==> src/design/cache_pkg.sv <==
package cache_pkg;

   // Word address space of the cache, top host bit selects the controller
   localparam int addr_w = 12;
   localparam int data_w = 32;
   localparam int nbytes = 4;       // Strobe width

   // Organisation
   localparam int nways    = 2;     // One LRU bit per set assumes two ways
   localparam int nlines_w = 4;
   localparam int nsets    = 2 ** nlines_w;
   localparam int tag_w    = addr_w - nlines_w;

   // Write-through buffer
   localparam int wtbuf_depth_w = 2;
   localparam int wtbuf_depth   = 2 ** wtbuf_depth_w;

   // Controller register map
   localparam int ctrl_addr_w = 3;
   localparam logic [ctrl_addr_w-1:0] reg_wtb_empty  = 3'd0;
   localparam logic [ctrl_addr_w-1:0] reg_wtb_full   = 3'd1;
   localparam logic [ctrl_addr_w-1:0] reg_read_hit   = 3'd2;
   localparam logic [ctrl_addr_w-1:0] reg_read_miss  = 3'd3;
   localparam logic [ctrl_addr_w-1:0] reg_write_hit  = 3'd4;
   localparam logic [ctrl_addr_w-1:0] reg_write_miss = 3'd5;
   localparam logic [ctrl_addr_w-1:0] reg_invalidate = 3'd6; // Write only
   localparam logic [ctrl_addr_w-1:0] reg_cnt_reset  = 3'd7; // Write only

   localparam int cnt_w = 16;       // Hit/miss counters, saturating

endpackage

==> src/design/cache_back_end.sv <==
`timescale 1ns/10ps

module cache_back_end
   import cache_pkg::*;
(
   input  logic              clk,
   input  logic              rst_n,
   // Write-through buffer head
   input  logic              wtb_valid,
   input  logic [addr_w-1:0] head_addr,
   input  logic [data_w-1:0] head_wdata,
   input  logic [nbytes-1:0] head_wstrb,
   output logic              wtb_pop,
   // Line fill from the selector
   input  logic              fill_req,
   input  logic [addr_w-1:0] fill_addr,
   output logic              fill_ack,
   output logic [data_w-1:0] fill_rdata,
   // Memory port
   output logic              be_req,
   output logic [addr_w-1:0] be_addr,
   output logic [data_w-1:0] be_wdata,
   output logic [nbytes-1:0] be_wstrb,
   input  logic [data_w-1:0] be_rdata,
   input  logic              be_ack
);

   logic busy;       // Port owned until be_ack
   logic is_fill;    // Current transfer is a read

   always_ff @(posedge clk) begin
      if (!rst_n) begin
         busy    <= 1'b0;
         is_fill <= 1'b0;
      end else if (!busy) begin
         busy    <= wtb_valid | fill_req;
         is_fill <= ~wtb_valid;                   // Drain wins over fill
      end else if (be_ack) begin
         busy <= 1'b0;
      end
   end

   // Request fields, frozen while busy
   always_ff @(posedge clk) begin
      if (!busy) begin
         if (wtb_valid) begin
            be_addr  <= head_addr;
            be_wdata <= head_wdata;
            be_wstrb <= head_wstrb;
         end else begin
            be_addr  <= fill_addr;
            be_wdata <= head_wdata;               // Don't care on reads
            be_wstrb <= '0;
         end
      end
   end

   assign be_req = busy;

   // Completion goes to whichever side started it
   assign wtb_pop    = busy & be_ack & ~is_fill;
   assign fill_ack   = busy & be_ack & is_fill;
   assign fill_rdata = be_rdata;

endmodule

==> src/design/cache_control.sv <==
`timescale 1ns/10ps

module cache_control
   import cache_pkg::*;
(
   input  logic                   clk,
   input  logic                   rst_n,
   input  logic                   ctrl_req,
   input  logic [ctrl_addr_w-1:0] ctrl_addr,
   input  logic                   ctrl_write,
   input  logic                   wtbuf_empty,
   input  logic                   wtbuf_full,
   input  logic                   read_hit,
   input  logic                   read_miss,
   input  logic                   write_hit,
   input  logic                   write_miss,
   output logic                   ctrl_ack,
   output logic [data_w-1:0]      ctrl_rdata,
   output logic                   invalidate
);

   logic [cnt_w-1:0] cnt [4];   // Read hit, read miss, write hit, write miss
   logic [3:0]       events;
   logic             cnt_clear;
   logic [data_w-1:0] reg_val;

   assign events    = {write_miss, write_hit, read_miss, read_hit};
   assign cnt_clear = ctrl_req & ctrl_write & (ctrl_addr == reg_cnt_reset);

   always_ff @(posedge clk) begin
      if (!rst_n || cnt_clear) begin
         for (int i = 0; i < 4; i++) cnt[i] <= '0;
      end else begin
         for (int i = 0; i < 4; i++) begin
            if (events[i] && !(&cnt[i])) cnt[i] <= cnt[i] + 1'b1;  // Saturate
         end
      end
   end

   // Register read mux
   always_comb begin
      case (ctrl_addr)
         reg_wtb_empty:  reg_val = data_w'(wtbuf_empty);
         reg_wtb_full:   reg_val = data_w'(wtbuf_full);
         reg_read_hit:   reg_val = data_w'(cnt[0]);
         reg_read_miss:  reg_val = data_w'(cnt[1]);
         reg_write_hit:  reg_val = data_w'(cnt[2]);
         reg_write_miss: reg_val = data_w'(cnt[3]);
         default:        reg_val = '0;
      endcase
   end

   always_ff @(posedge clk) begin
      if (!rst_n) begin
         ctrl_ack   <= 1'b0;
         invalidate <= 1'b0;
      end else begin
         ctrl_ack   <= ctrl_req;                 // Fixed one cycle latency
         invalidate <= ctrl_req & ctrl_write & (ctrl_addr == reg_invalidate);
      end
   end

   always_ff @(posedge clk) begin
      if (ctrl_req) ctrl_rdata <= ctrl_write ? '0 : reg_val;
   end

endmodule

==> src/design/cache_front_end.sv <==
`timescale 1ns/10ps

module cache_front_end
   import cache_pkg::*;
(
   input  logic                   clk,
   input  logic                   rst_n,
   // Host side
   input  logic                   req,
   input  logic [addr_w:0]        addr,
   input  logic [data_w-1:0]      wdata,
   input  logic [nbytes-1:0]      wstrb,
   output logic                   ack,
   output logic [data_w-1:0]      rdata,
   // Memory path
   output logic                   data_req,
   output logic [addr_w-1:0]      data_addr_reg,
   output logic [data_w-1:0]      data_wdata_reg,
   output logic [nbytes-1:0]      data_wstrb_reg,
   input  logic                   data_ack,
   input  logic [data_w-1:0]      data_rdata,
   // Controller path
   output logic                   ctrl_req,
   output logic [ctrl_addr_w-1:0] ctrl_addr,
   output logic                   ctrl_write,
   input  logic                   ctrl_ack,
   input  logic [data_w-1:0]      ctrl_rdata
);

   logic ctrl_pend;  // Controller answers next cycle
   logic accept;     // Free to take a new request

   // Idle, or the current one finishes now
   assign ack    = (data_req & data_ack) | (ctrl_pend & ctrl_ack);
   assign accept = ~(data_req | ctrl_pend) | ack;

   // Controller sees the request in the sampling cycle and acks one later
   assign ctrl_req   = req & accept & addr[addr_w];
   assign ctrl_addr  = addr[ctrl_addr_w-1:0];
   assign ctrl_write = |wstrb;            // Only place the strobe is decoded

   always_ff @(posedge clk) begin
      if (!rst_n) begin
         data_req  <= 1'b0;
         ctrl_pend <= 1'b0;
      end else if (accept) begin
         data_req  <= req & ~addr[addr_w];
         ctrl_pend <= req & addr[addr_w];
      end
   end

   // Request payload, held while the memory path works on it
   always_ff @(posedge clk) begin
      if (accept && req) begin
         data_addr_reg  <= addr[addr_w-1:0];
         data_wdata_reg <= wdata;
         data_wstrb_reg <= wstrb;
      end
   end

   assign rdata = ctrl_pend ? ctrl_rdata : data_rdata;   // Path that owns the ack

endmodule

==> src/design/cache_top.sv <==
`timescale 1ns/10ps

module cache_top
   import cache_pkg::*;
(
   input  logic              clk,
   input  logic              rst_n,
   // Host port
   input  logic              req,
   input  logic [addr_w:0]   addr,        // MSB selects the controller
   input  logic [data_w-1:0] wdata,
   input  logic [nbytes-1:0] wstrb,
   output logic              ack,
   output logic [data_w-1:0] rdata,
   // Memory port
   output logic              be_req,
   output logic [addr_w-1:0] be_addr,
   output logic [data_w-1:0] be_wdata,
   output logic [nbytes-1:0] be_wstrb,
   input  logic [data_w-1:0] be_rdata,
   input  logic              be_ack,
   // Hierarchy chain
   input  logic              invalidate_in,
   output logic              invalidate_out,
   input  logic              wtb_empty_in,
   output logic              wtb_empty_out
);

   logic                   data_req, data_ack;
   logic [addr_w-1:0]      data_addr_reg;
   logic [data_w-1:0]      data_wdata_reg, data_rdata;
   logic [nbytes-1:0]      data_wstrb_reg;
   logic                   ctrl_req, ctrl_ack, ctrl_write, ctrl_invalidate;
   logic [ctrl_addr_w-1:0] ctrl_addr;
   logic [data_w-1:0]      ctrl_rdata;
   logic [nways-1:0]       hits, fill_en, wr_en;
   logic [data_w-1:0]      way_rdata [nways];
   logic                   wtb_push, wtb_pop, wtb_valid, wtbuf_full, wtbuf_empty;
   logic [addr_w-1:0]      head_addr;
   logic [data_w-1:0]      head_wdata;
   logic [nbytes-1:0]      head_wstrb;
   logic                   fill_req, fill_ack;
   logic [data_w-1:0]      fill_rdata;
   logic                   read_hit, read_miss, write_hit, write_miss;

   // Chain gates
   assign invalidate_out = ctrl_invalidate | invalidate_in;
   assign wtb_empty_out  = wtbuf_empty & wtb_empty_in;

   cache_front_end u_front_end (
      .clk, .rst_n, .req, .addr, .wdata, .wstrb, .ack, .rdata,
      .data_req, .data_addr_reg, .data_wdata_reg, .data_wstrb_reg, .data_ack, .data_rdata,
      .ctrl_req, .ctrl_addr, .ctrl_write, .ctrl_ack, .ctrl_rdata
   );

   for (genvar i = 0; i < nways; i++) begin : g_way
      cache_way u_way (
         .clk, .rst_n,
         .invalidate  (invalidate_out),       // Local and chained flush
         .lookup_addr (data_addr_reg),
         .fill_en     (fill_en[i]),
         .fill_rdata  (fill_rdata),
         .wr_en       (wr_en[i]),
         .wdata       (data_wdata_reg),
         .wstrb       (data_wstrb_reg),
         .hit         (hits[i]),
         .rdata       (way_rdata[i])
      );
   end

   cache_way_select u_way_select (
      .clk, .rst_n, .data_req, .data_addr_reg, .data_wstrb_reg, .hits, .way_rdata,
      .wtbuf_full, .wtbuf_empty, .fill_ack, .fill_rdata, .data_ack, .data_rdata,
      .fill_en, .wr_en, .wtb_push, .fill_req,
      .read_hit, .read_miss, .write_hit, .write_miss
   );

   cache_wtbuf u_wtbuf (
      .clk, .rst_n, .wtb_push,
      .push_addr  (data_addr_reg),
      .push_wdata (data_wdata_reg),
      .push_wstrb (data_wstrb_reg),
      .wtb_pop, .wtb_valid, .head_addr, .head_wdata, .head_wstrb, .wtbuf_full, .wtbuf_empty
   );

   cache_back_end u_back_end (
      .clk, .rst_n, .wtb_valid, .head_addr, .head_wdata, .head_wstrb, .wtb_pop,
      .fill_req,
      .fill_addr (data_addr_reg),             // Held by the front end during the miss
      .fill_ack, .fill_rdata,
      .be_req, .be_addr, .be_wdata, .be_wstrb, .be_rdata, .be_ack
   );

   cache_control u_control (
      .clk, .rst_n, .ctrl_req, .ctrl_addr, .ctrl_write, .wtbuf_empty, .wtbuf_full,
      .read_hit, .read_miss, .write_hit, .write_miss, .ctrl_ack, .ctrl_rdata,
      .invalidate (ctrl_invalidate)
   );

endmodule

==> src/design/cache_way.sv <==
`timescale 1ns/10ps

module cache_way
   import cache_pkg::*;
(
   input  logic              clk,
   input  logic              rst_n,
   input  logic              invalidate,
   input  logic [addr_w-1:0] lookup_addr,
   input  logic              fill_en,       // Allocate line from back end
   input  logic [data_w-1:0] fill_rdata,
   input  logic              wr_en,         // Write hit in this way
   input  logic [data_w-1:0] wdata,
   input  logic [nbytes-1:0] wstrb,
   output logic              hit,
   output logic [data_w-1:0] rdata
);

   logic [nsets-1:0]  valid;
   logic [tag_w-1:0]  tag_mem  [nsets];
   logic [data_w-1:0] data_mem [nsets];

   logic [nlines_w-1:0] idx;
   logic [tag_w-1:0]    tag;

   assign idx = lookup_addr[nlines_w-1:0];
   assign tag = lookup_addr[addr_w-1:nlines_w];

   // Parallel lookup, one per way
   assign hit   = valid[idx] && (tag_mem[idx] == tag);
   assign rdata = data_mem[idx];

   always_ff @(posedge clk) begin
      if (!rst_n || invalidate) begin
         valid <= '0;                    // Flush all sets at once
      end else if (fill_en) begin
         valid[idx] <= 1'b1;
      end
   end

   always_ff @(posedge clk) begin
      if (fill_en) begin
         tag_mem[idx]  <= tag;
         data_mem[idx] <= fill_rdata;    // Whole word from memory
      end else if (wr_en) begin
         for (int b = 0; b < nbytes; b++) begin
            if (wstrb[b]) data_mem[idx][8*b +: 8] <= wdata[8*b +: 8];
         end
      end
   end

endmodule

==> src/design/cache_way_select.sv <==
`timescale 1ns/10ps

module cache_way_select
   import cache_pkg::*;
(
   input  logic              clk,
   input  logic              rst_n,
   input  logic              data_req,
   input  logic [addr_w-1:0] data_addr_reg,
   input  logic [nbytes-1:0] data_wstrb_reg,
   input  logic [nways-1:0]  hits,
   input  logic [data_w-1:0] way_rdata [nways],
   input  logic              wtbuf_full,
   input  logic              wtbuf_empty,
   input  logic              fill_ack,
   input  logic [data_w-1:0] fill_rdata,
   output logic              data_ack,
   output logic [data_w-1:0] data_rdata,
   output logic [nways-1:0]  fill_en,
   output logic [nways-1:0]  wr_en,
   output logic              wtb_push,
   output logic              fill_req,
   output logic              read_hit,
   output logic              read_miss,
   output logic              write_hit,
   output logic              write_miss
);

   logic [nsets-1:0]    lru;        // Per set, the way to replace next
   logic [nlines_w-1:0] idx;
   logic                is_write;
   logic                hit;
   logic                hit_way;
   logic [data_w-1:0]   hit_word;
   logic                lookup_ack;

   assign idx      = data_addr_reg[nlines_w-1:0];
   assign is_write = |data_wstrb_reg;
   assign hit      = |hits;

   // Hit way index and its word
   always_comb begin
      hit_way  = 1'b0;
      hit_word = '0;
      for (int i = 0; i < nways; i++) begin
         if (hits[i]) begin
            hit_way  = 1'(i);
            hit_word = way_rdata[i];
         end
      end
   end

   // Writes go straight to the buffer, stalled only when it is full
   assign wtb_push   = data_req & is_write & ~fill_req & ~wtbuf_full;
   assign lookup_ack = data_req & ~is_write & hit & ~fill_req;
   assign data_ack   = wtb_push | lookup_ack | (fill_req & fill_ack);
   assign data_rdata = fill_req ? fill_rdata : hit_word;

   always_comb begin
      for (int i = 0; i < nways; i++) begin
         wr_en[i]   = wtb_push & hits[i];
         fill_en[i] = fill_req & fill_ack & (lru[idx] == 1'(i));  // Victim way
      end
   end

   // Miss sequence: wait for the buffer to drain, then fill
   always_ff @(posedge clk) begin
      if (!rst_n) begin
         fill_req <= 1'b0;
      end else if (fill_req) begin
         fill_req <= ~fill_ack;
      end else begin
         fill_req <= data_req & ~is_write & ~hit & wtbuf_empty;  // Read after write
      end
   end

   // Access marks its way MRU; write misses leave LRU alone
   always_ff @(posedge clk) begin
      if (!rst_n) begin
         lru <= '0;
      end else if (fill_req && fill_ack) begin
         lru[idx] <= ~lru[idx];
      end else if (lookup_ack || (wtb_push && hit)) begin
         lru[idx] <= ~hit_way;
      end
   end

   // One event per access, on ack
   assign read_hit   = lookup_ack;
   assign read_miss  = fill_req & fill_ack;
   assign write_hit  = wtb_push & hit;
   assign write_miss = wtb_push & ~hit;

endmodule

==> src/design/cache_wtbuf.sv <==
`timescale 1ns/10ps

module cache_wtbuf
   import cache_pkg::*;
(
   input  logic              clk,
   input  logic              rst_n,
   input  logic              wtb_push,
   input  logic [addr_w-1:0] push_addr,
   input  logic [data_w-1:0] push_wdata,
   input  logic [nbytes-1:0] push_wstrb,
   input  logic              wtb_pop,
   output logic              wtb_valid,
   output logic [addr_w-1:0] head_addr,
   output logic [data_w-1:0] head_wdata,
   output logic [nbytes-1:0] head_wstrb,
   output logic              wtbuf_full,
   output logic              wtbuf_empty
);

   logic [addr_w-1:0] addr_mem  [wtbuf_depth];
   logic [data_w-1:0] wdata_mem [wtbuf_depth];
   logic [nbytes-1:0] wstrb_mem [wtbuf_depth];

   logic [wtbuf_depth_w-1:0] wr_ptr;
   logic [wtbuf_depth_w-1:0] rd_ptr;
   logic [wtbuf_depth_w:0]   count;    // One extra bit for full
   logic                     do_push;
   logic                     do_pop;

   assign wtbuf_full  = (count == (wtbuf_depth_w+1)'(wtbuf_depth));
   assign wtbuf_empty = (count == '0);
   assign wtb_valid   = ~wtbuf_empty;

   assign do_push = wtb_push & ~wtbuf_full;
   assign do_pop  = wtb_pop & ~wtbuf_empty;

   always_ff @(posedge clk) begin
      if (!rst_n) begin
         wr_ptr <= '0;
         rd_ptr <= '0;
         count  <= '0;
      end else begin
         if (do_push) wr_ptr <= wr_ptr + 1'b1;     // Pointers wrap naturally
         if (do_pop)  rd_ptr <= rd_ptr + 1'b1;
         count <= count + do_push - do_pop;
      end
   end

   always_ff @(posedge clk) begin
      if (do_push) begin
         addr_mem[wr_ptr]  <= push_addr;
         wdata_mem[wr_ptr] <= push_wdata;
         wstrb_mem[wr_ptr] <= push_wstrb;
      end
   end

   // Head entry offered to the back end
   assign head_addr  = addr_mem[rd_ptr];
   assign head_wdata = wdata_mem[rd_ptr];
   assign head_wstrb = wstrb_mem[rd_ptr];

endmodule

==> config.mk <==
export PLATFORM = sky130hd
export DESIGN_NAME = cache_top
export DESIGN_NICKNAME = d
export VERILOG_FILES = /design/src/design/cache_pkg.sv /design/src/design/cache_back_end.sv /design/src/design/cache_control.sv /design/src/design/cache_front_end.sv /design/src/design/cache_top.sv /design/src/design/cache_way.sv /design/src/design/cache_way_select.sv /design/src/design/cache_wtbuf.sv
export SDC_FILE = /design/constraint.sdc
export NUM_CORES = 2
export LEC_CHECK = 0
export BUFFER_PORTS_ARGS = -buffer_cell sky130_fd_sc_hd__buf_4
export CORE_ASPECT_RATIO = 0.6
export CORE_UTILIZATION = 45
export CTS_CLUSTER_DIAMETER = 80
export CTS_CLUSTER_SIZE = 25
export DETAILED_ROUTE_END_ITERATION = 16
export PLACE_DENSITY = 0.59
export SKIP_CTS_REPAIR_TIMING = 1
export SYNTH_ARGS = -nofsm -noshare
export SYNTH_HDL_FRONTEND = slang
export SYNTH_HIERARCHICAL = 1
export SYNTH_SLANG_ARGS = --single-unit
==> constraint.sdc <==
create_clock -name clk -period 7.95 [get_ports clk]
set_clock_uncertainty 0.2 [all_clocks]
set_input_delay 1.9875 -clock clk [delete_from_list [all_inputs] [get_ports clk]]
set_output_delay 1.9875 -clock clk [all_outputs]
set_load 0.03 [all_outputs]
==> run metrics <==
clk buf depth 3; layout cell share with drive strength beyond 1 0.263; remaining global-route overflow 0; Total Nets Final 3658; Startpoint Class flop; post-layout util 0.494; WP data required 5.76 ns; Detailed Place HPWL 120000 um; Vias 34200; max-slew violation count 0; first-pass detailed-route iteration total 5; HP Class flop to flop; clock sinks 1712; Final WS setup 0.289 ns; most frequent cells in the layout edfxtp_1, mux4_2, nor2_1, buf_4, nand2_1; vias in the first global route 32300; Yosys cell types 68; Setup-failing EPs final 0; Syn. warnings 6; Fmax 131 MHz; Reg clk slew, reported paths 0.10 ns; peak supply drop 0.170 mV; Post-synth ARST share 0; Clock H-tree levels 3; Arr. time, crit path 5.47 ns; IO Count 171; number of synthesized flops with an enable pin 1648; Synth Register Bits 1712; Port Buffers 170; Antenna Nets Post-Route 0; synthesized area 69000 um^2; CTS tree built; outcome complete, no violations; ys flop type edfxtp_1; # rows 110; Die H 305 um; Biggest register g_way.u_way/data_mem; initial antenna violation count 9; max_cap viols 0; period utilization 0.964; GPL Wtd Cong 0.835; Layout Area Growth over Synthesis 8.04%; commonest non-fill, non-tap cell in the layout edfxtp_1; RSZ-0062 raised after global routing no; Cells after Synth 3431; number of flip-flops in the largest register 1024; CTS root buffer clkbuf_16; # DRC 0; drt wl/cell 31.5 um; Worst-Skew Late Latency 0.72 ns; crit end category output pin; initial core utilization 0.457; Seq/Total Area, Yosys 0.736; fin crit period 7.66 ns; die area 155000 um^2; placed insts 5488; CP Class flop to output pin; largest registers g_way.u_way/data_mem (1024), g_way.u_way/tag_mem (256), u_wtbuf/wdata_mem (128); leak pwr 23.0 nW; relative max-transition margin 0.107; Hold Fails Final Rpt 0; Slew @ Worst Pin 1.33 ns; DRT Wirelength 177000 um; pin count of the biggest net entering global routing 119; Die Wd 507 um; Min Hold Slack 0.263 ns; CTS Buf Count 79; post-DR vias/cell 6.07; hold depth 2; Avg Inst Size Synth 20.1 um^2; first-pass GRT wire length 251000 um; CP Max Fanout 66; initial drt markers 4349; FF-to-FF path depth 18; post-route insts no fill 5630; core area 151000 um^2; overall routing resource usage 0.229; Post-Place Worst Slack 0.792 ns; power density cells 219 nW/um^2
where the power goes:
part	switching [W]	leakage (nW)	internal (W)
Clock	0.00276	1.09	0.00194
Combinational	0.000871	6.38	0.000557
Sequential	0.000147	15.5	0.0100
Total	0.00378	23.0	0.0125
synth_stat cells (5+ instances only):
cell type | count | share of area
mux2i_1 | 85 | 0.012
edfxtp_1 | 1648 | 0.72
and4_1 | 5 | 0.00063
nor4_1 | 10 | 0.00091
nor3b_1 | 6 | 0.00065
nand2_1 | 128 | 0.0070
buf_1 | 10 | 0.00054
a22oi_1 | 33 | 0.0036
inv_1 | 20 | 0.0011
nor3_1 | 16 | 0.0012
o22ai_1 | 16 | 0.0015
nand4_1 | 25 | 0.0023
nor2_1 | 299 | 0.016
o21ba_2 | 8 | 0.0012
mux2_2 | 85 | 0.014
buf_2 | 48 | 0.0035
mux2_4 | 34 | 0.0074
nor2b_1 | 15 | 0.0014
dfxtp_1 | 64 | 0.019
clkbuf_1 | 77 | 0.0042
mux4_2 | 443 | 0.14
xor2_1 | 16 | 0.0020
ha_1 | 10 | 0.0018
buf_4 | 57 | 0.0062
nand3_2 | 6 | 0.00087
xnor2_1 | 52 | 0.0066
o21ai_0 | 40 | 0.0029
a21oi_1 | 14 | 0.0010
nand2b_1 | 6 | 0.00054
buf_6 | 18 | 0.0029
and2_1 | 28 | 0.0025
nand3_1 | 39 | 0.0028
or3_1 | 7 | 0.00063
critical path: stages (launching register included):
cell and delay, ns:
edfxtp_1 0.46, buf_12 0.46, mux4_2 0.60, mux4_2 0.50, xnor2_1 0.21, nand3_1 0.21
nor3_4 0.45, buf_4 0.46, a22oi_1 0.16, o21ai_0 0.69, mux2_4 0.27, buf_4 0.17
final timing paths:
| check | start | end | slack [ns] |
|---|---|---|---|
| max | u_front_end/data_addr_reg[0]$_DFFE_PP_ | rdata[5] | 0.29 |
| min | u_way_select/lru[6]$_SDFFE_PN0P_ | u_way_select/lru[6]$_SDFFE_PN0P_ | 0.26 |
| max reg2reg | u_front_end/data_addr_reg[0]$_DFFE_PP_ | u_control/cnt[1][3]$_SDFFCE_PN0P_ | 1.25 |
| min reg2reg | u_way_select/lru[6]$_SDFFE_PN0P_ | u_way_select/lru[6]$_SDFFE_PN0P_ | 0.26 |
per-stage QoR:
| stage | TNS, ns | area (um^2) | total power (W) |
|---|---|---|---|
| floorplan | 0 | 69000 | 0.0113 |
| global placement | 0 | 72200 | 0.0118 |
| detailed placement | 0 | 72200 | 0.0118 |
| CTS | -0.0102 | 74400 | 0.0164 |
| global route | 0 | 74500 | 0.0168 |
| finish | 0 | 74500 | 0.0163 |
final cells by class:
| type | instances | area, um^2 |
|---|---|---|
| fill | 12200 | 76500 |
| sequential | 1712 | 50800 |
| multi-input combinational | 1493 | 16900 |
| tap | 2016 | 2520 |
| clock buffer | 121 | 2190 |
| timing repair buffer | 248 | 1940 |
| inverter | 26 | 97.6 |
| clock inverter | 6 | 77.6 |
| antenna | 8 | 20.0 |
per-layer routing:
metal,global-route usage,routed length (um),up-vias
met2,0.299,72200,1563
met3,0.0525,18000,137
met5,0,0,-
li1,-,-,14000
met4,0.0373,2710,0
met1,0.387,84300,18400
cells by family after synthesis:
| kind of cell | count (synthesis) | synth area share |
|---|---|---|
| AO/OA/AOI/OAI | 134 | 0.0133 |
| other | 1 | 0.0000544 |
| adder cells (fa/ha/maj) | 11 | 0.00210 |
| buffers and inverters | 241 | 0.0202 |
| AND/OR/NAND/NOR | 616 | 0.0411 |
| flip-flops | 1712 | 0.736 |
| XOR/XNOR | 68 | 0.00864 |
| multiplexers | 648 | 0.178 |
Power figures use the tool's default switching activity.
